## config.mk

```make
export PLATFORM = sky130hd
export DESIGN_NAME = irq_priority_encoder
export DESIGN_NICKNAME = d
export VERILOG_FILES = /design/src/design/m68k_bus_pkg.sv /design/src/design/irq_priority_encoder.sv
export SDC_FILE = /design/constraint.sdc
export NUM_CORES = 1
export LEC_CHECK = 0
export BUFFER_PORTS_ARGS = -buffer_cell sky130_fd_sc_hd__buf_2
export CAP_MARGIN = 10
export CORE_AREA = 3 3 40 42
export DETAILED_ROUTE_END_ITERATION = 12
export DIE_AREA = 0 0 43 45
export PLACE_DENSITY = 0.69
export SETUP_SLACK_MARGIN = 0.15
export SLEW_MARGIN = 40
export SYNTH_ARGS = -nofsm -noshare
export SYNTH_HDL_FRONTEND = slang
export SYNTH_SLANG_ARGS = --single-unit
```

## constraint.sdc

```tcl
create_clock -name clk -period 0.8 [get_ports clk]
set_input_delay 0.16 -clock clk [delete_from_list [all_inputs] [get_ports clk]]
set_output_delay 0.16 -clock clk [all_outputs]
set_load 0.05 [all_outputs]
```

## src/design/m68k_bus_pkg.sv

```systemverilog
`default_nettype none

package m68k_bus_pkg;

    // Address and data widths of the 68000 bus
    typedef logic [23:1] bus_addr_t;                // Word address, A0 is implied by the strobes
    typedef logic [15:0] bus_data_t;                // One bus word
    typedef logic [1:0]  byte_en_t;                 // Bit 1 upper byte, bit 0 lower byte
    typedef logic [2:0]  fc_t;                      // Function code FC2..FC0
    typedef logic [2:0]  ipl_t;                     // Interrupt level, 0 is none

    // Host transaction, 45 bits
    typedef struct packed {
        bus_addr_t addr;                            // Target word address
        logic      we;                              // High for a write cycle
        byte_en_t  be;                              // Selects UDS and LDS
        bus_data_t wdata;                           // Write payload
        fc_t       fc;                              // Placed on FC pins during the cycle
    } bus_req_t;

    // Host response, 17 bits
    typedef struct packed {
        bus_data_t rdata;                           // Captured at DTACK
        logic      was_write;                       // Echo of the request's we
    } bus_rsp_t;

    // Bridge sequencer states
    typedef enum logic [2:0] {
        IDLE,                                       // Waiting for host request
        ADDR,                                       // Address and RW on the bus
        STROBE,                                     // AS and data strobes low
        WAIT_ACK,                                   // Holding strobes until DTACK
        RELEASE,                                    // Strobes back high
        RESP                                        // Response offered to host
    } bridge_state_t;

    // SRAM slave geometry
    localparam int SRAM_AW    = 8;                  // Decoded word-address bits
    localparam int SRAM_WAIT  = 2;                  // Clocks from strobes seen to DTACK
    localparam int SRAM_CNT_W = $clog2(SRAM_WAIT + 1); // Wait counter width

    // Interrupt inputs
    localparam int NUM_IRQ = 7;                     // Lines 1..7 on irq[0]..irq[6]

endpackage

`default_nettype wire

```

## src/design/irq_priority_encoder.sv

```systemverilog
`default_nettype none

module irq_priority_encoder (
    input  wire                               clk,
    input  wire                               rst,
    input  wire [m68k_bus_pkg::NUM_IRQ-1:0]   irq,
    output m68k_bus_pkg::ipl_t                ipl_n
);
    import m68k_bus_pkg::*;

    logic [NUM_IRQ-1:0] irq_s1;                     // First synchronizer stage
    logic [NUM_IRQ-1:0] irq_s2;                     // Second stage, safe to decode
    ipl_t               level;                      // Highest active line

    // Later lines override earlier ones
    always_comb begin
        level = '0;
        for (int i = 0; i < NUM_IRQ; i++) begin
            if (irq_s2[i]) level = ipl_t'(i + 1);   // irq[i] is line i+1
        end
    end

    always_ff @(posedge clk) begin
        if (rst) begin
            irq_s1 <= '0;
            irq_s2 <= '0;
            ipl_n  <= '1;                           // Level 0 on the pins
        end else begin
            irq_s1 <= irq;
            irq_s2 <= irq_s1;
            ipl_n  <= ~level;                       // Active-low code
        end
    end

endmodule

`default_nettype wire

```

# Word level (Yosys, flattened, before mapping)
# Index checks and enable logic that the tools add are counted.
[op_classes]
n_mux = 7
bitwise = 1
[op_table]
columns = ["op", "n"]
rows = [
  ["2-to-1 mux 3 bit", 6],
  ["NOT 3 bit", 1],
  ["2-to-1 mux 1 bit", 1],
]
[totals]
regBits = 17
inputBits = 9
output_inout_bits = 3
elab_cells = 11

# Logic depth before layout (Yosys ltp)
[depth]
word_depth = 8
mapped_depth = 3

# Worst setup path before layout
# OpenSTA, ideal clock, no wires.
[synth_timing]
path_kind = "register to register"
startpoint = "register irq_s2[3]"
endpoint = "register ipl_n[0]"
arrival_time_ns = 0.676
required_time_ns = 0.675
setup_slack_ns = -0.001
stages_incl_launch_ff = 2
path_buffers = 0
period_less_slack_ns = 0.801
path_cell_list = "dfxtp_1 > o41a_1"
[synth_via]
elab_chain_len = 5
[synth_rtl]
columns = ["item", "line_no", "rtl"]
rows = [
  ["start: declaration", "irq_priority_encoder.sv:12", "logic [NUM_IRQ-1:0] irq_s2;"],
  ["start signal: assignment", "irq_priority_encoder.sv:30", "irq_s2 <= irq_s1;"],
  ["2-to-1 mux 3 bit (4 in series)", "irq_priority_encoder.sv:19", "if (irq_s2[i]) level = ipl_t'(i + 1);"],
  ["NOT 3 bit", "irq_priority_encoder.sv:31", "ipl_n <= ~level;"],
  ["end signal: assignment", "irq_priority_encoder.sv:31", ""],
  ["end: declaration", "irq_priority_encoder.sv:7", "output m68k_bus_pkg::ipl_t ipl_n"],
]
# No other way between the ends.
# A chain may end at the register's enable or synchronous reset.

# Worst setup path in the final report
[layout_timing]
startpoint = "register ipl_n[2]"
endpoint = "output port ipl_n[2]"
# No word-level cell between the ends.

==> results.txt <==
- Of the total power, the share spent switching nets is 0.231.
* Final-report setup violation count: 4
* FP Rows: 13
* Cell at the root of the clock tree: sky130_fd_sc_hd__clkbuf_4
* GR Overflow Total: 0
- Net count of the finished layout: 68
- Sequential area share after synthesis: 0.677
* Post-layout worst setup margin: -125 ps
- The area growth from synthesis to layout is 31.6%.
* DR iter-0 viols: 0
- The number of buffers and inverters on the critical path is 1.
* Endpoint class of the critical path: output port
- Traced cell by cell, the critical path runs through buf_6.
- Final number of hold-violating endpoints: 0
- On the final layout, the worst clock skew is 10.4 ps.
* Power per Cell Area: 2280 nW/µm²
- Pre-antenna DRT Iters: 1
- Number of sinks on the clock net: 17
- Top library cells by usage in the layout, fill and taps aside: sky130_fd_sc_hd__nor2b_1, sky130_fd_sc_hd__dfxtp_1, sky130_fd_sc_hd__buf_2
- Wire length of the first global-routing pass: 1280 µm
* Final Routed Wirelength: 734 µm
- Core area: 1280 µm²
- TritonCTS clock tree: yes
* Unrepaired setup endpoints after global routing: yes
- Synthesis instantiated 11 different standard cells from the library.
* Power dissipated by switching net loads: 0.349 mW
- Combinational share of power: 0.106
- The internal portion of the total power is 1.16 mW.
- Slew at the pin with the worst max-slew slack: 108 ps
* Layout Cell Area excl Fill: 662 µm²
- The number of global-route vias before repair came to 330.
- In this run the horizontal extent of the chip is 43 µm.
* CTS buffer count: 3
* Max-slew headroom: 0.928
- Static leakage: 0.297 nW
- Count of input and output buffers: 11
- Achievable Freq: 1080 MHz
* Vias: 312
- Post-Syn Area per Cell: 12.0 µm²
- Diode insertion count for antenna repair: 0
* Crit share post-route: 1.16
* Relative contribution of the clock network to total power: 0.289
* Max_cap viols: 0
- Critical path fanouts, max: 1
- Utilization after layout: 0.515
- The final reports fail on setup timing.
* Number of top-level pins: 12
- CP max stage delay: 330 ps
* Global placement routability congestion: 0.629
* Net count after synthesis: 51
- Path type of the worst min-delay path: primary input to register
- The critical path in this run is classified as register to output port.
- Family with the most delay on the worst path: flip-flops
- Entering global routing, the biggest net connects 15 pins.
* Insertion delay to the later sink of the worst-skew pair: 290 ps
* Layout cells sized above 1: 0.448
- Worst slack after detailed placement: -25.8 ps
- Across every metal layer, demand over resource in global routing totals 0.0958.
- IR analysis of the VDD net gives a maximum drop of 1.15 mV.
- Clock-pin slew on the worst setup and hold paths: 100 ps
- Counting flops and latches in the post-synthesis netlist gives 17.
- Counting every instance in the synthesized netlist gives 42.
- Outcome: finished, violations left
- The number of placed instances, taps included, is 69.
- The floorplan step defined a die boundary enclosing 1940 µm².
- For this run, design rule violations remaining after detail routing come to 0.
* Area post-placement: 587 µm²
* Post-Layout Cell Count: 73
* H-Tree Depth: 1
- Summed instance area of the synthesized netlist: 503 µm²
* Routed len/inst: 10.1 µm
* Time the final worst path needs with I/O delays and setup: 925 ps
- Max clock buf depth: 2
* Remaining antenna violation count after routing: 0
- Type of element launching the critical path: register
* Sequential group share of total power: 0.605
- Worst endpoint data arrival time: 770 ps
- In this run the vertical extent of the chip is 45 µm.
- The number of antenna violations at the first check in global routing is 0.
* Data required time of the critical path: 640 ps
- For this configuration, the core starts out at a cell density of 0.391.
- The number of pins with negative max-slew slack in the final report came to 0.
- Yosys warning total: 0
- On the critical path, the stage with the largest delay is an instance of sky130_fd_sc_hd__dfxtp_2.
- Dividing the detail-routed via count by the number of cells gives 4.27.
[area by class of cell]
cell class / count / area, µm²
timing repair buffer: 13 / 96.3
tap: 15 / 18.8
inverter: 1 / 3.75
sequential: 17 / 349
multi-input combinational: 23 / 166
fill: 121 / 623
clock inverter: 1 / 5.00
clock buffer: 3 / 22.5
[metrics by stage]
step                      power, mW  hold slack, ps  setup TNS, ps
after global routing           1.58            75.7           -516
after floorplan                1.01             232              0
after global placement         1.06             364          -4.62
after detailed placement       1.06             371          -25.8
after CTS                      1.53            71.7           -459
final                          1.51            75.2           -407
[synthesized netlist by cell type]
master	number	area share
sky130_fd_sc_hd__nor2_1	2	0.015
sky130_fd_sc_hd__dfxtp_1	17	0.68
sky130_fd_sc_hd__a21o_1	2	0.030
sky130_fd_sc_hd__a21oi_1	1	0.0099
sky130_fd_sc_hd__o41a_1	1	0.022
sky130_fd_sc_hd__inv_1	1	0.0075
sky130_fd_sc_hd__buf_4	1	0.015
sky130_fd_sc_hd__nor2b_1	10	0.12
sky130_fd_sc_hd__o21bai_1	1	0.015
sky130_fd_sc_hd__and2b_1	5	0.075
sky130_fd_sc_hd__o21ai_0	1	0.0099
[worst paths after layout]
kind / depth (start not counted) / slack, ps / from / to
hold / removal: 2 / 80 / irq[3] / irq_s1[3]
setup reg to reg: 1 / -50 / irq_s2[5] / ipl_n[0]
setup / recovery: 1 / -130 / ipl_n[2] / ipl_n[2]
hold reg to reg: 1 / 440 / irq_s1[6] / irq_s2[6]
[sequential cells by signal, indices dropped and copies added, names as in the netlist]
register  cells
ipl_n         3
irq_s2        7
irq_s1        7
[timing repair]
action / CTS / global route
hold buffers: 0 / 0
buffers inserted: 0 / 0
pin swaps: 0 / 2
resized for setup: 15 / 2
setup endpoints to repair: 6 / 6
[power groups by stage]
| stage | Sequential [mW] | Combinational, mW | Clock (mW) |
|---|---|---|---|
| floorplan | 0.964 | 0.0512 | 0 |
| finish | 0.915 | 0.160 | 0.436 |
| global placement | 0.922 | 0.134 | 0 |
| global route | 0.921 | 0.175 | 0.487 |
| CTS | 0.913 | 0.161 | 0.457 |
| detailed placement | 0.925 | 0.139 | 0 |
[routing by layer]
metal,global-route usage,vias up,part of all wire
met5,0,-,0
li1,-,164,-
met1,0.0842,137,0.36
met3,0.0239,2,0.065
met4,0.0904,0,0.0082
met2,0.177,9,0.56
[cells by family after synthesis]
family / Yosys count / share of synthesized area
and+or+nand+nor: 17 / 0.214
DFF: 17 / 0.677
AOI/OAI and AO/OA: 6 / 0.0870
buffers and inverters: 2 / 0.0224
No activity file was read; power rests on OpenSTA's default activity.
