$ cat src/design/m68k_bus_pkg.sv
`default_nettype none

package m68k_bus_pkg;

    // Address and data widths of the 68000 bus
    typedef logic [23:1] bus_addr_t;                // Word address, A0 is implied by the strobes
    typedef logic [15:0] bus_data_t;                // One bus word
    typedef logic [1:0]  byte_en_t;                 // Bit 1 upper byte, bit 0 lower byte
    typedef logic [2:0]  fc_t;                      // Function code FC2..FC0
    typedef logic [2:0]  ipl_t;                     // Interrupt level, 0 is none

    // Host transaction, 45 bits
    typedef struct packed {
        bus_addr_t addr;                            // Target word address
        logic      we;                              // High for a write cycle
        byte_en_t  be;                              // Selects UDS and LDS
        bus_data_t wdata;                           // Write payload
        fc_t       fc;                              // Placed on FC pins during the cycle
    } bus_req_t;

    // Host response, 17 bits
    typedef struct packed {
        bus_data_t rdata;                           // Captured at DTACK
        logic      was_write;                       // Echo of the request's we
    } bus_rsp_t;

    // Bridge sequencer states
    typedef enum logic [2:0] {
        IDLE,                                       // Waiting for host request
        ADDR,                                       // Address and RW on the bus
        STROBE,                                     // AS and data strobes low
        WAIT_ACK,                                   // Holding strobes until DTACK
        RELEASE,                                    // Strobes back high
        RESP                                        // Response offered to host
    } bridge_state_t;

    // SRAM slave geometry
    localparam int SRAM_AW    = 8;                  // Decoded word-address bits
    localparam int SRAM_WAIT  = 2;                  // Clocks from strobes seen to DTACK
    localparam int SRAM_CNT_W = $clog2(SRAM_WAIT + 1); // Wait counter width

    // Interrupt inputs
    localparam int NUM_IRQ = 7;                     // Lines 1..7 on irq[0]..irq[6]

endpackage

`default_nettype wire

$ cat src/design/m68k_bus_bridge.sv
`default_nettype none

module m68k_bus_bridge (
    input  wire                          clk,
    input  wire                          rst,
    // Host request side
    input  wire m68k_bus_pkg::bus_req_t  req,
    input  wire                          req_valid,
    output logic                         req_ready,
    // Host response side
    output m68k_bus_pkg::bus_rsp_t       rsp,
    output logic                         rsp_valid,
    input  wire                          rsp_ready,
    // 68000 bus
    output m68k_bus_pkg::bus_addr_t      eab,
    output logic                         as_n,
    output logic                         uds_n,
    output logic                         lds_n,
    output logic                         rw_n,
    input  wire                          dtack_n,
    input  wire m68k_bus_pkg::bus_data_t data_in,
    output m68k_bus_pkg::bus_data_t      data_out,
    output m68k_bus_pkg::fc_t            fc,
    // Bus arbitration
    input  wire                          br_n,
    input  wire                          bgack_n,
    output logic                         bg_n
);
    import m68k_bus_pkg::*;

    bridge_state_t state;                           // Sequencer state
    bus_req_t      req_q;                           // Latched transaction
    logic          cen;                             // Half-rate step enable
    logic          run;                             // Set one clock after reset
    logic          bus_busy;                        // Strobes out, no DTACK yet
    logic          accept;                          // Host handshake this clock
    logic          ack;                             // DTACK taken on an enabled step
    logic          cyc_active;                      // Between accept and release

    assign accept     = req_valid & req_ready;
    assign ack        = (state == WAIT_ACK) & cen & ~dtack_n;
    assign cyc_active = (state != IDLE) & (state != RESP);

    // No new work while a master asks for the bus or holds it
    assign req_ready = run & (state == IDLE) & bg_n & br_n;
    assign rsp_valid = (state == RESP);

    assign eab      = req_q.addr;
    assign data_out = req_q.wdata;
    assign fc       = req_q.fc;
    assign as_n     = ~bus_busy;
    assign uds_n    = ~(bus_busy & req_q.be[1]);    // Upper byte D15..D8
    assign lds_n    = ~(bus_busy & req_q.be[0]);    // Lower byte D7..D0
    assign rw_n     = ~(req_q.we & cyc_active);     // Low for the whole write cycle

    always_ff @(posedge clk) begin
        if (rst) begin
            cen <= 1'b0;
            run <= 1'b0;
        end else begin
            cen <= ~cen & bg_n & bgack_n;           // Frozen while another master owns the bus
            run <= 1'b1;
        end
    end

    always_ff @(posedge clk) begin
        if (rst) begin
            state    <= IDLE;
            bus_busy <= 1'b0;
        end else begin
            case (state)
                IDLE:     if (accept) state <= ADDR;
                ADDR: begin
                    if (cen) begin
                        state    <= STROBE;
                        bus_busy <= 1'b1;           // Address has had a full step
                    end
                end
                STROBE:   if (cen) state <= WAIT_ACK;
                WAIT_ACK: begin
                    if (ack) begin
                        state    <= RELEASE;
                        bus_busy <= 1'b0;           // All strobes rise together
                    end
                end
                RELEASE:  if (cen) state <= RESP;
                RESP:     if (rsp_ready) state <= IDLE;
                default:  state <= IDLE;
            endcase
        end
    end

    // Payload capture
    always_ff @(posedge clk) begin
        if (accept) req_q <= req;
        if (ack) begin
            rsp.rdata     <= req_q.we ? req_q.wdata : data_in; // Writes echo their data
            rsp.was_write <= req_q.we;
        end
    end

    // Grant only between cycles
    always_ff @(posedge clk) begin
        if (rst) bg_n <= 1'b1;
        else if (br_n) bg_n <= 1'b1;
        else if ((state == IDLE) && !bus_busy) bg_n <= 1'b0;
    end

    a_no_as_when_granted: assert property (
        @(posedge clk) disable iff (rst) !bg_n |-> as_n
    ) else $error("AS asserted while bus granted away");

    a_ds_within_as: assert property (
        @(posedge clk) disable iff (rst) (!uds_n || !lds_n) |-> !as_n
    ) else $error("Data strobe low without AS");

endmodule

`default_nettype wire

$ cat config.mk
export PLATFORM = sky130hd
export DESIGN_NAME = m68k_bus_bridge
export DESIGN_NICKNAME = d
export VERILOG_FILES = /design/src/design/m68k_bus_pkg.sv /design/src/design/m68k_bus_bridge.sv
export SDC_FILE = /design/constraint.sdc
export NUM_CORES = 1
export LEC_CHECK = 0
export BUFFER_PORTS_ARGS = -buffer_cell sky130_fd_sc_hd__buf_2
export CAP_MARGIN = 20
export CORE_MARGIN = 3
export CORE_UTILIZATION = 28
export CTS_BUF_LIST = sky130_fd_sc_hd__clkbuf_8
export CTS_CLUSTER_DIAMETER = 150
export CTS_CLUSTER_SIZE = 14
export DETAILED_ROUTE_END_ITERATION = 8
export GPL_TIMING_DRIVEN = 0
export PLACE_DENSITY = 0.49
export SYNTH_ARGS = -nofsm -noshare
export SYNTH_HDL_FRONTEND = slang
export SYNTH_SLANG_ARGS = --single-unit
$ cat constraint.sdc
create_clock -name clk -period 3.5 [get_ports clk]
set_input_delay 0.525 -clock clk [delete_from_list [all_inputs] [get_ports clk]]
set_output_delay 0.525 -clock clk [all_outputs]
set_load 0.01 [all_outputs]
==> After elaboration in Yosys (flattened, before gate mapping) <==
Cells that the tools add are included.
{ "word_totals": {"register_bits": 69, "in_bits": 68} }
{ "classes": {"eq_ne": 12, "n_mux": 12, "bitwise": 18, "reduce_logical": 8} }
{ "op_table": {"columns": ["op", "n"], "rows": [
  ["two-way mux 3 bit", 6],
  ["one-hot mux 3 bit (6 select lines)", 1],
  ["two-way mux 16 bit", 1],
  ["bitwise AND 1 bit", 12],
  ["inequality test 2 bit, second input constant", 5],
  ["== test 3 x 2 -> 1 bit, second input constant", 2],
  ["== test 3 bit, second input constant", 2],
  ["inverter 1 bit", 6],
  ["AND reduction 6 bit", 1],
  ["== test 3 x 1 -> 1 bit, second input constant", 1],
  ["logical NOT 3 bit", 1],
  ["two-way mux 1 bit", 3],
  ["inequality test 3 bit, second input constant", 1],
  ["AND reduction 3 bit", 1],
  ["nonzero test 3 bit", 1],
  ["inequality test 2 x 1 -> 1 bit, second input constant", 1],
  ["one-hot mux 1 bit (2 select lines)", 1],
  ["nonzero test 2 bit", 1],
  ["OR reduction 2 bit", 1],
  ["logical AND 1 bit", 1],
  ["logical NOT 1 bit", 1]
]} }

==> Longest topological paths before layout <==
Gate-level depths: netlist of run 1.
{ "logic_depth": {"ltp_word": 7, "mapped_depth": 5, "ltp_nobuf": 4} }

==> Worst setup path after synthesis of run 1 <==
Ideal clock, no wire load.
{ "synth_timing": {"path_type": "in2reg", "start": "input req_valid", "end": "register req_q (netlist bit data_out[0]) (enable)", "arrival_time_ps": 2544, "setup_slack_ps": 508, "cell_stages": 2, "path_buffers": 0, "cell_sequence": "nand4_1 -> nor2_1"} }
{ "synth_between": {"elab_chain_len": 1} }
{ "synth_rtl": {"columns": ["element", "line_no", "source"], "rows": [
  ["from (decl)", "m68k_bus_bridge.sv:8", "input wire req_valid,"],
  ["bitwise AND 1 bit", "m68k_bus_bridge.sv:40", "assign accept = req_valid & req_ready;"],
  ["named net accept", "m68k_bus_bridge.sv:36", "logic accept;"],
  ["to (signal assigned)", "m68k_bus_bridge.sv:95", "if (accept) req_q <= req;"],
  ["to (decl)", "m68k_bus_bridge.sv:32", "bus_req_t req_q;"]
]} }
The timed path passes the listed nets, and every way through them passes these cells.
A chain may end at the register's enable or synchronous reset.

==> Final worst setup path of run 1 <==
{ "layout_timing": {"start": "register req_q[21] (netlist name)", "end": "output rw_n"} }
{ "layout_between": {"elab_chain_len": 2} }
{ "layout_rtl": {"columns": ["element", "line_no", "source"], "rows": [
  ["bitwise AND 1 bit", "m68k_bus_bridge.sv:54", "assign rw_n = ~(req_q.we & cyc_active);"],
  ["inverter 1 bit", "m68k_bus_bridge.sv:54", null],
  ["to (decl)", "m68k_bus_bridge.sv:19", "output logic rw_n,"]
]} }
Every way passes these cells.

==> run_results.csv, run 1 <==
group,metric,value,unit
status,run_status,"finished, final reports clean",
timing,clock.fmax,508,MHz
detailed_routing,drcViolationCount,0,
floorplanning,die_ar,0.0111,mm²
worst_setup_path,timing.reg2reg.setup_slack,1.55,ns
worst_setup_path,critical_path.n_buffers_inverters,3,
clock_network,post_cts_resize_count,0,
grt,number_of_antenna_violations_at_the_first_check_in_global_routing,0,
detailed_routing,final_routed_wire_length_divided_by_cell_count,12.5,µm
timing,maxSlewViolCount,0,
worst_setup_path,start_kind,"register",
hold_path,hold_path_end,"data_out[8]$_DFFE_PP_",
hold_path,worst_min_path_start,"req[11]",
detailed_routing,ant_nets,0,
detailed_routing,drc_violation_total_after_the_first_tritonroute_iteration,39,
clock_network,clk_pin_slew,0.08,ns
power,peakVddDrop,155,µV
placed_design,port-buffer-count,133,
detailed_routing,route.final.wire_length,5590,µm
worst_setup_path,r2r-start,"state[2]$_SDFFE_PP0P_",
synthesis,post-synth-top-area-fraction,67.6,%
timing,fin_crit_sh,56.2,%
worst_setup_path,cp.arrival,1.44,ns
timing,finalSetupTns,0,ns
synthesis,syn-num-nets,236,
synthesis,synth-main-ff-cell,"sky130_fd_sc_hd__edfxtp_1",
job,total_of_max_cap_violations,0,
timing,unrepaired_setup_endpoints_after_global_routing,"no",
synthesis,most_frequent_cell_after_synthesis,"sky130_fd_sc_hd__edfxtp_1",
timing,finalHoldViolations,0,
synthesis,synthesis.instances,168,
clock_network,tritoncts,"built",
grt,first_global_vias,1794,
floorplanning,io_pins,134,
clock_network,cts_inserted_buffers,9,
synthesis,synth.largest_area_cell,"sky130_fd_sc_hd__edfxtp_1",
synthesis,ys_async_sr_fraction,0,%
synthesis,syn-mean-instance-area,16.4,µm²
power,p_per_area,433,mW/mm²
floorplanning,start_util,29.2,%
timing,min_period,1.97,ns
layout,nNetsFinal,381,
clock_network,cts_max_path_buffers,2,
synthesis,proportion_of_synthesized_chip_area_in_sequential_cells,72.7,%
floorplanning,die_height,105,µm
grt,grt_max_degree,25,
clock_network,htree_num_levels,3,
detailed_routing,drt-vias-per-instance,3.92,
synthesis,synthesis.area,0.00275,mm²
worst_setup_path,critical_path_peak_fanout,10,
synthesis,synth_cell_type_count,29,
grt,grt_use_total,10.3,%
power,static-leakage-power,0.00160,µW
worst_setup_path,critPathTopFamily,"buffers and inverters",
worst_setup_path,timing.critical_path.slowest_stage_cell,"sky130_fd_sc_hd__edfxtp_1",
layout,share_of_post_route_cells_with_drive_strength_above_1,67.5,%
clock_network,clk_root_buffer_cell,"sky130_fd_sc_hd__clkbuf_8",
hold_path,min_path_cells,1,
synthesis,synth.cells.most_frequent,"sky130_fd_sc_hd__edfxtp_1, sky130_fd_sc_hd__buf_4, sky130_fd_sc_hd__mux2_2",
worst_setup_path,crit_type,"reg2out",
power,power,1640,µW
worst_setup_path,critical_path.max_stage_delay,0.34,ns
worst_setup_path,worst_path_most_repeated_cell,"sky130_fd_sc_hd__buf_2",
synthesis,synth-edff-count,62,
clock_network,clkSinkCount,69,
floorplanning,core_area,0.00942,mm²
worst_setup_path,crit-reg2reg-capture,"data_out[9]$_DFFE_PP_",
synthesis,ys_warn_count,0,
placed_design,final_estimated_routing_congestion_in_global_placement,0.721,
clock_network,worstSkewPairLatency,0.33,ns
worst_setup_path,setup.worst_path.end_class,"output pin",
hold_path,class_of_the_tightest_hold_or_removal_check,"in2reg",
detailed_routing,vias,1747,
placed_design,place.detailed.instances,431,
layout,antenna_cells,0,
worst_setup_path,critical_path.startpoint,"req_q[21]$_DFFE_PP_",
timing,headroom_to_the_max_slew_limit,51.2,%
worst_setup_path,critical_path.cell_chain,"buf_2, buf_2, nand3b_1, buf_2",
clock_network,number_of_buffers_added_for_setup_after_cts,0,
worst_setup_path,required,2.97,ns
floorplanning,chipWidth,105,µm
timing,setup_violations,0,
placed_design,dp_hpwl,4150,µm
layout,area.growth.synth_to_final,37.6,%
synthesis,ys_seq_elements,69,
detailed_routing,drt_first_pass_iters,4,
synthesis,netlist_top_cells_area,"sky130_fd_sc_hd__edfxtp_1, sky130_fd_sc_hd__buf_4, sky130_fd_sc_hd__mux2_2",
clock_network,cts_hold_repair.buffers,0,
grt,first_pass_grt_wire_length,8730,µm
timing,tightest_pin_transition,0.730,ns
floorplanning,rows,35,
timing,worst_clock_skew,0.0107,ns
grt,grt_overflow,0,
worst_setup_path,reg2reg_depth,4,
layout,fin_cells,446,
-- metrics by stage --
stage / setup WS [ns] / utilization, % / hold WS [ns] / instance area (µm²)
floorplan: 0.508 / - / 0.421 / 2750
global placement: -0.855 / 38.0 / 0.426 / 3580
detailed placement: 1.46 / 38.3 / 0.428 / 3610
CTS: 1.46 / 40.2 / 0.336 / 3790
global route: 1.36 / 40.2 / 0.328 / 3790
finish: 1.53 / 40.2 / 0.361 / 3790
-- per-layer routing --
metal  vias to the layer above  track usage (%)  wire (µm)
met4                         0             5.34        110
met5                         -                0          0
li1                        860                -          -
met1                       792             12.1       2320
met3                        12             4.14        539
met2                        83             16.0       2620
-- placed cells by master (no fill, tap or decap), types with 2 or more instances in the layout --
cell type	Yosys	final
sky130_fd_sc_hd__buf_2	2	135
sky130_fd_sc_hd__clkbuf_8	0	9
sky130_fd_sc_hd__mux2_2	16	16
sky130_fd_sc_hd__nor2_4	1	2
sky130_fd_sc_hd__a21boi_0	2	2
sky130_fd_sc_hd__nand2_1	6	6
sky130_fd_sc_hd__buf_4	42	42
sky130_fd_sc_hd__inv_1	5	6
sky130_fd_sc_hd__edfxtp_1	62	62
sky130_fd_sc_hd__clkinv_2	0	3
sky130_fd_sc_hd__dfxtp_1	7	7
sky130_fd_sc_hd__nor2_1	6	5
-- area by class of cell --
cell class                 count  area (µm²)
buffer                        45         337
clock buffer                   9         124
clock inverter                 6        56.3
fill                         947        5630
inverter                       5        18.8
multi-input combinational     49         404
sequential                    69        2000
tap                          129         161
timing repair buffer         134         686
-- cells by family after synthesis --
logic type	synth area share, %
AOI/OAI and AO/OA	3.18
buffers and inverters	12.9
DFF	72.7
muxes	6.91
and+or+nand+nor	4.32
-- flip-flops by register name (all words and copies together), names as in the netlist --
signal / cells
run: 1
eab: 23
bg_n: 1
data_out: 16
fc: 3
rsp: 17
state: 3
cen: 1
req_q: 3
bus_busy: 1
-- worst max-delay path by stage --
stage	end	slack [ns]	cells after the start
after global routing	data_out[15]$_DFFE_PP_	1.36	4
after floorplan	data_out[0]$_DFFE_PP_	0.51	2
after CTS	rw_n	1.46	4
after global placement	eab[6]$_DFFE_PP_	-0.85	3
after detailed placement	data_out[0]$_DFFE_PP_	1.46	4
final	rw_n	1.53	4
-- worst reg2reg max path, stage by stage, from the launching register on --
cell                      delay [ns]
sky130_fd_sc_hd__dfxtp_1        0.37
sky130_fd_sc_hd__nor2_1         0.20
sky130_fd_sc_hd__nand2_1        0.18
sky130_fd_sc_hd__nor2_4         0.62
sky130_fd_sc_hd__buf_12         0.27
-- where the power goes --
group          leakage, µW  switching [µW]  internal [µW]
combinational     0.000882            44.7           63.7
clock            0.0000960             291            319
sequential        0.000621            6.78            917
No activity file was read; power rests on OpenSTA's default activity.
==> inputs of run 2 (changes only) <==
PLACE_DENSITY = 0.51   (was 0.49)
clock period = 1.8 ns   (was 3.5 ns; I/O delays follow)
==> run_results.csv, run 2 (same netlist as run 1, synthesis figures left out) <==
group,metric,value,unit
timing,unrepaired_setup_endpoints_after_global_routing,"no",
worst_setup_path,required,1.76,ns
layout,share_of_post_route_cells_with_drive_strength_above_1,67.2,%
layout,area.growth.synth_to_final,37.9,%
floorplanning,chipWidth,105,µm
layout,fin_cells,449,
layout,final_core_utilization,40.3,%
placed_design,port-buffer-count,133,
power,p_per_area,817,mW/mm²
detailed_routing,dr_wl_met3,580,µm
layout,most-common-layout-cells,"sky130_fd_sc_hd__buf_2, sky130_fd_sc_hd__edfxtp_1, sky130_fd_sc_hd__buf_4",
placed_design,final_estimated_routing_congestion_in_global_placement,0.736,
worst_setup_path,start_kind,"register",
floorplanning,io_pins,134,
timing,finalHoldViolations,0,
grt,first_pass_grt_wire_length,8780,µm
worst_setup_path,critPathTopFamily,"simple AND/OR/NAND/NOR gates",
timing,headroom_to_the_max_slew_limit,62.8,%
worst_setup_path,timing.critical_path.slowest_stage_cell,"sky130_fd_sc_hd__nor2_4",
layout,postLayoutCellArea,0.00380,mm²
worst_setup_path,critical_path_peak_fanout,18,
worst_setup_path,setup.worst_path.end_class,"register",
layout,mostFrequentLayoutCell,"sky130_fd_sc_hd__buf_2",
clock_network,clkSinkCount,69,
timing,setup_violations,0,
timing,finalHoldWorstSlack,0.109,ns
worst_setup_path,crit_type,"reg2reg",
power,peakVddDrop,311,µV
worst_setup_path,critical_path.cell_chain,"buf_6, nand2_2, or3_4, nor2_4",
grt,first_global_vias,1842,
job,total_of_max_cap_violations,0,
layout,nNetsFinal,383,
floorplanning,die_height,105,µm
clock_network,cts_max_path_buffers,2,
layout,filler_cell_count,930,
worst_setup_path,timing.critical_path.depth,4,
clock_network,htree_num_levels,3,
clock_network,cts_inserted_buffers,9,
grt,grt_max_degree,33,
worst_setup_path,r2r-start,"state[0]$_SDFFE_PP0P_",
worst_setup_path,critical_path.startpoint,"state[0]$_SDFFE_PP0P_",
detailed_routing,drt_first_pass_iters,4,
worst_setup_path,critical_path.n_buffers_inverters,1,
placed_design,dp_hpwl,4180,µm
timing,clock.fmax,589,MHz
grt,grt_overflow,0,
timing,min_period,1.70,ns
worst_setup_path,reg2reg_depth,4,
grt,number_of_antenna_violations_at_the_first_check_in_global_routing,0,
detailed_routing,final_routed_wire_length_divided_by_cell_count,12.5,µm
power,static-leakage-power,0.00162,µW
floorplanning,core_area,0.00942,mm²
placed_design,place.detailed.instances,431,
floorplanning,rows,35,
detailed_routing,drt-vias-per-instance,3.90,
timing,maxSlewViolCount,0,
layout,antenna_cells,0,
detailed_routing,dr_wl_met2,2650,µm
floorplanning,die_ar,0.0111,mm²
detailed_routing,vias,1750,
layout,largest_register_ff_count,23,
timing,worst_clock_skew,0.0100,ns
detailed_routing,route.final.wire_length,5620,µm
worst_setup_path,endpoint,"rsp[10]$_DFFE_PP_",
placed_design,placed_area,0.00361,mm²
clock_network,worstSkewPairLatency,0.33,ns
worst_setup_path,timing.reg2reg.setup_slack,0.10,ns
detailed_routing,drc_violation_total_after_the_first_tritonroute_iteration,40,
clock_network,tritoncts,"built",
detailed_routing,drcViolationCount,0,
status,run_status,"finished, final reports clean",
detailed_routing,m1WireLength,2340,µm
detailed_routing,topRoutingLayerUsed,"met4",
worst_setup_path,cp.arrival,1.66,ns
hold_path,class_of_the_tightest_hold_or_removal_check,"in2reg",
worst_setup_path,critical_path.max_stage_delay,0.45,ns
worst_setup_path,crit-reg2reg-capture,"rsp[10]$_DFFE_PP_",
timing,fin_crit_sh,94.3,%
grt,grt_use_total,10.3,%
clock_network,clk_root_buffer_cell,"sky130_fd_sc_hd__clkbuf_8",
timing,tightest_pin_transition,0.556,ns
clock_network,clk_pin_slew,0.07,ns
floorplanning,start_util,29.2,%
detailed_routing,ant_nets,0,
==> run 2: report_power, final <==
part           internal [µW]  switching, µW
Clock                    556            535
Combinational            127           88.3
Sequential              1780           13.3
Total                   2470            636
==> run 2: how the worst min path moves through the flow <==
stage / from / end / slack (ns) / cells after the start
floorplan: rst / bus_busy$_SDFFE_PP0P_ / 0.34 / 1
CTS: req[17] / data_out[14]$_DFFE_PP_ / 0.09 / 1
global route: req[10] / data_out[7]$_DFFE_PP_ / 0.08 / 1
global placement: req_q[21]$_DFFE_PP_ / rsp[0]$_DFFE_PP_ / 0.42 / 0
finish: req[17] / data_out[14]$_DFFE_PP_ / 0.11 / 1
detailed placement: req_q[21]$_DFFE_PP_ / rsp[0]$_DFFE_PP_ / 0.43 / 0
==> run 2: per-layer routing <==
layer / global-route usage, % / up-vias
met5: 0 / -
met4: 3.37 / 0
met3: 5.25 / 5
met2: 16.6 / 90
met1: 12.0 / 794
li1: - / 861
==> run 2: final cells by class <==
cell class | instances | area, µm² | area share, %
flip-flops and latches | 69 | 2000 | 52.7
repair buffers | 136 | 701 | 18.4
multi-input cells | 49 | 404 | 10.6
plain buffers | 45 | 339 | 8.93
well taps | 129 | 161 | 4.25
clock buffers | 11 | 151 | 3.99
clock inverters | 5 | 21.3 | 0.560
inverters | 5 | 18.8 | 0.494
==> run 2: stage by stage <==
stage                     TNS (ns)  power [µW]  worst slack [ns]
after floorplan                  0        1930            0.0419
after global placement      -19.71        2040            -0.440
after detailed placement         0        2050           0.00892
after CTS                        0        3170            0.0137
after global routing             0        3270          0.000997
final                            0        3100             0.103
==> run 2: what timing repair did <==
| action | in CTS | in global routing |
|---|---|---|
| resized for setup | 0 | 1 |
| pin swaps | 1 | 1 |
| setup endpoints to repair | 32 | 33 |
| buffers inserted | 0 | 2 |
| hold buffers | 0 | 0 |
==> run 2: worst reg2reg max path: stages (launching register included) <==
cell,delay [ns]
sky130_fd_sc_hd__dfxtp_1,0.33
sky130_fd_sc_hd__buf_6,0.13
sky130_fd_sc_hd__nand2_2,0.06
sky130_fd_sc_hd__or3_4,0.35
sky130_fd_sc_hd__nor2_4,0.45
==> inputs of run 3 (changes only) <==
PLACE_DENSITY = not set   (was 0.51)
==> run_results.csv, run 3 (same netlist as run 1, synthesis figures left out) <==
group,metric,value,unit
timing,finalHoldWorstSlack,0.0974,ns
grt,grt_use_total,10.7,%
timing,unrepaired_setup_endpoints_after_global_routing,"no",
detailed_routing,drt-vias-per-instance,3.99,
clock_network,cts_max_path_buffers,2,
layout,largest_register_ff_count,23,
layout,area.growth.synth_to_final,38.8,%
worst_setup_path,setup.worst_path.end_class,"register",
placed_design,place.detailed.instances,431,
power,peakVddDrop,347,µV
worst_setup_path,start_kind,"register",
grt,first_pass_grt_wire_length,9090,µm
timing,worst_clock_skew,0.0131,ns
detailed_routing,drt_first_pass_iters,4,
grt,grt_max_degree,33,
detailed_routing,vias,1790,
clock_network,worstSkewPairLatency,0.34,ns
layout,antenna_cells,0,
timing,setup_violations,0,
timing,min_period,1.70,ns
worst_setup_path,timing.reg2reg.setup_slack,0.10,ns
detailed_routing,drc_violation_total_after_the_first_tritonroute_iteration,35,
power,static-leakage-power,0.00160,µW
timing,clock.fmax,589,MHz
timing,headroom_to_the_max_slew_limit,63.7,%
power,p_per_area,856,mW/mm²
placed_design,final_estimated_routing_congestion_in_global_placement,0.759,
grt,first_global_vias,1892,
clock_network,clk_pin_slew,0.08,ns
floorplanning,die_ar,0.0111,mm²
hold_path,worst_min_path_start,"req[5]",
worst_setup_path,r2r-start,"state[0]$_SDFFE_PP0P_",
status,run_status,"finished, final reports clean",
clock_network,cts_inserted_buffers,9,
grt,number_of_antenna_violations_at_the_first_check_in_global_routing,1,
floorplanning,start_util,29.2,%
worst_setup_path,reg2reg_depth,4,
clock_network,clkSinkCount,69,
placed_design,placement.setup.worst_slack,-0.0454,ns
timing,maxSlewViolCount,0,
grt,grt_overflow,0,
floorplanning,chipWidth,105,µm
floorplanning,die_height,105,µm
hold_path,hold_path_end,"data_out[2]$_DFFE_PP_",
clock_network,clk_root_buffer_cell,"sky130_fd_sc_hd__clkbuf_8",
clock_network,htree_num_levels,3,
timing,tightest_pin_transition,0.543,ns
floorplanning,rows,35,
floorplanning,io_pins,134,
worst_setup_path,crit-reg2reg-capture,"rsp[8]$_DFFE_PP_",
detailed_routing,drcViolationCount,0,
layout,fin_cells,449,
timing,setup_ws,0.101,ns
detailed_routing,route.final.wire_length,5790,µm
layout,nNetsFinal,383,
placed_design,dp_hpwl,4340,µm
layout,most-common-layout-cells,"sky130_fd_sc_hd__buf_2, sky130_fd_sc_hd__edfxtp_1, sky130_fd_sc_hd__buf_4",
hold_path,min_path_cells,1,
detailed_routing,final_routed_wire_length_divided_by_cell_count,12.9,µm
timing,fin_crit_sh,94.4,%
timing,finalHoldViolations,0,
detailed_routing,ant_nets,0,
placed_design,port-buffer-count,133,
worst_setup_path,crit_type,"reg2reg",
hold_path,class_of_the_tightest_hold_or_removal_check,"in2reg",
worst_setup_path,cp.arrival,1.67,ns
layout,mostFrequentLayoutCell,"sky130_fd_sc_hd__buf_2",
clock_network,cts_hold_repair.buffers,0,
floorplanning,core_area,0.00942,mm²
worst_setup_path,critical_path_peak_fanout,18,
clock_network,tritoncts,"built",
job,total_of_max_cap_violations,0,
worst_setup_path,required,1.77,ns
layout,share_of_post_route_cells_with_drive_strength_above_1,67.8,%
run 3: changes by cell type in the layout (fill, tap and decap cells not counted), sizes merged:
cell / previous run / this run
buf: 180 / 181
bufinv: 0 / 1
clkbuf: 12 / 9
clkinv: 2 / 1
clkinvlp: 0 / 3
inv: 8 / 7
run 3: per-stage QoR:
step           instance area [µm²]  total power (µW)  TNS [ns]  utilization, %
6_report                      3820              3270         0            40.6
5_1_grt                       3820              3420         0            40.6
4_1_cts                       3820              3330         0            40.6
3_5_place_dp                  3610              2050     -1.40            38.3
3_3_place_gp                  3590              2040    -18.37            38.1
2_1_floorplan                 2760              1930         0               -
run 3: power breakdown:
group          internal [µW]  switching [µW]  leakage, µW
Clock                    644             619    0.0000899
Sequential              1780            13.6     0.000621
Combinational            127            89.3     0.000893
Total                   2550             722      0.00160
run 3: area by class of cell:
type	instances	area (µm²)
multi-input combinational	49	404
clock inverter	7	73.8
tap	129	161
clock buffer	9	124
fill	932	5590
sequential	69	2000
timing repair buffer	136	701
inverter	5	18.8
buffer	45	339
run 3: worst max-delay path by stage:
stage | start | endpoint | slack [ns] | cells past startpoint
2_1_floorplan | state[2]$_SDFFE_PP0P_ | data_out[0]$_DFFE_PP_ | 0.04 | 3
3_3_place_gp | state[2]$_SDFFE_PP0P_ | data_out[15]$_DFFE_PP_ | -0.41 | 3
3_5_place_dp | state[2]$_SDFFE_PP0P_ | data_out[13]$_DFFE_PP_ | -0.05 | 4
4_1_cts | req_q[21]$_DFFE_PP_ | rw_n | 0.02 | 4
5_1_grt | state[0]$_SDFFE_PP0P_ | rsp[8]$_DFFE_PP_ | 0.003 | 4
6_report | state[0]$_SDFFE_PP0P_ | rsp[8]$_DFFE_PP_ | 0.10 | 4
run 3: worst max-delay path, stage by stage (launching register included):
cell	delay, ns
sky130_fd_sc_hd__dfxtp_1	0.33
sky130_fd_sc_hd__buf_6	0.13
sky130_fd_sc_hd__nand2_2	0.06
sky130_fd_sc_hd__or3_4	0.36
sky130_fd_sc_hd__nor2_4	0.44
run 3: repair_timing:
item                                    CTS  global route
pin swaps                                 1             0
hold endpoints to repair                  0             0
gates resized for setup                   0             2
buffers inserted                          2             0
endpoints found under the setup margin   32             1
run 3: metal layers:
layer	wire [µm]	GRT usage [%]	share of wire [%]	vias to the layer above
met3	593	4.88	10	14
li1	-	-	-	860
met5	17	0	0.29	-
met1	2280	11.5	39	824
met4	142	6.09	2.5	2
met2	2750	17.5	48	90
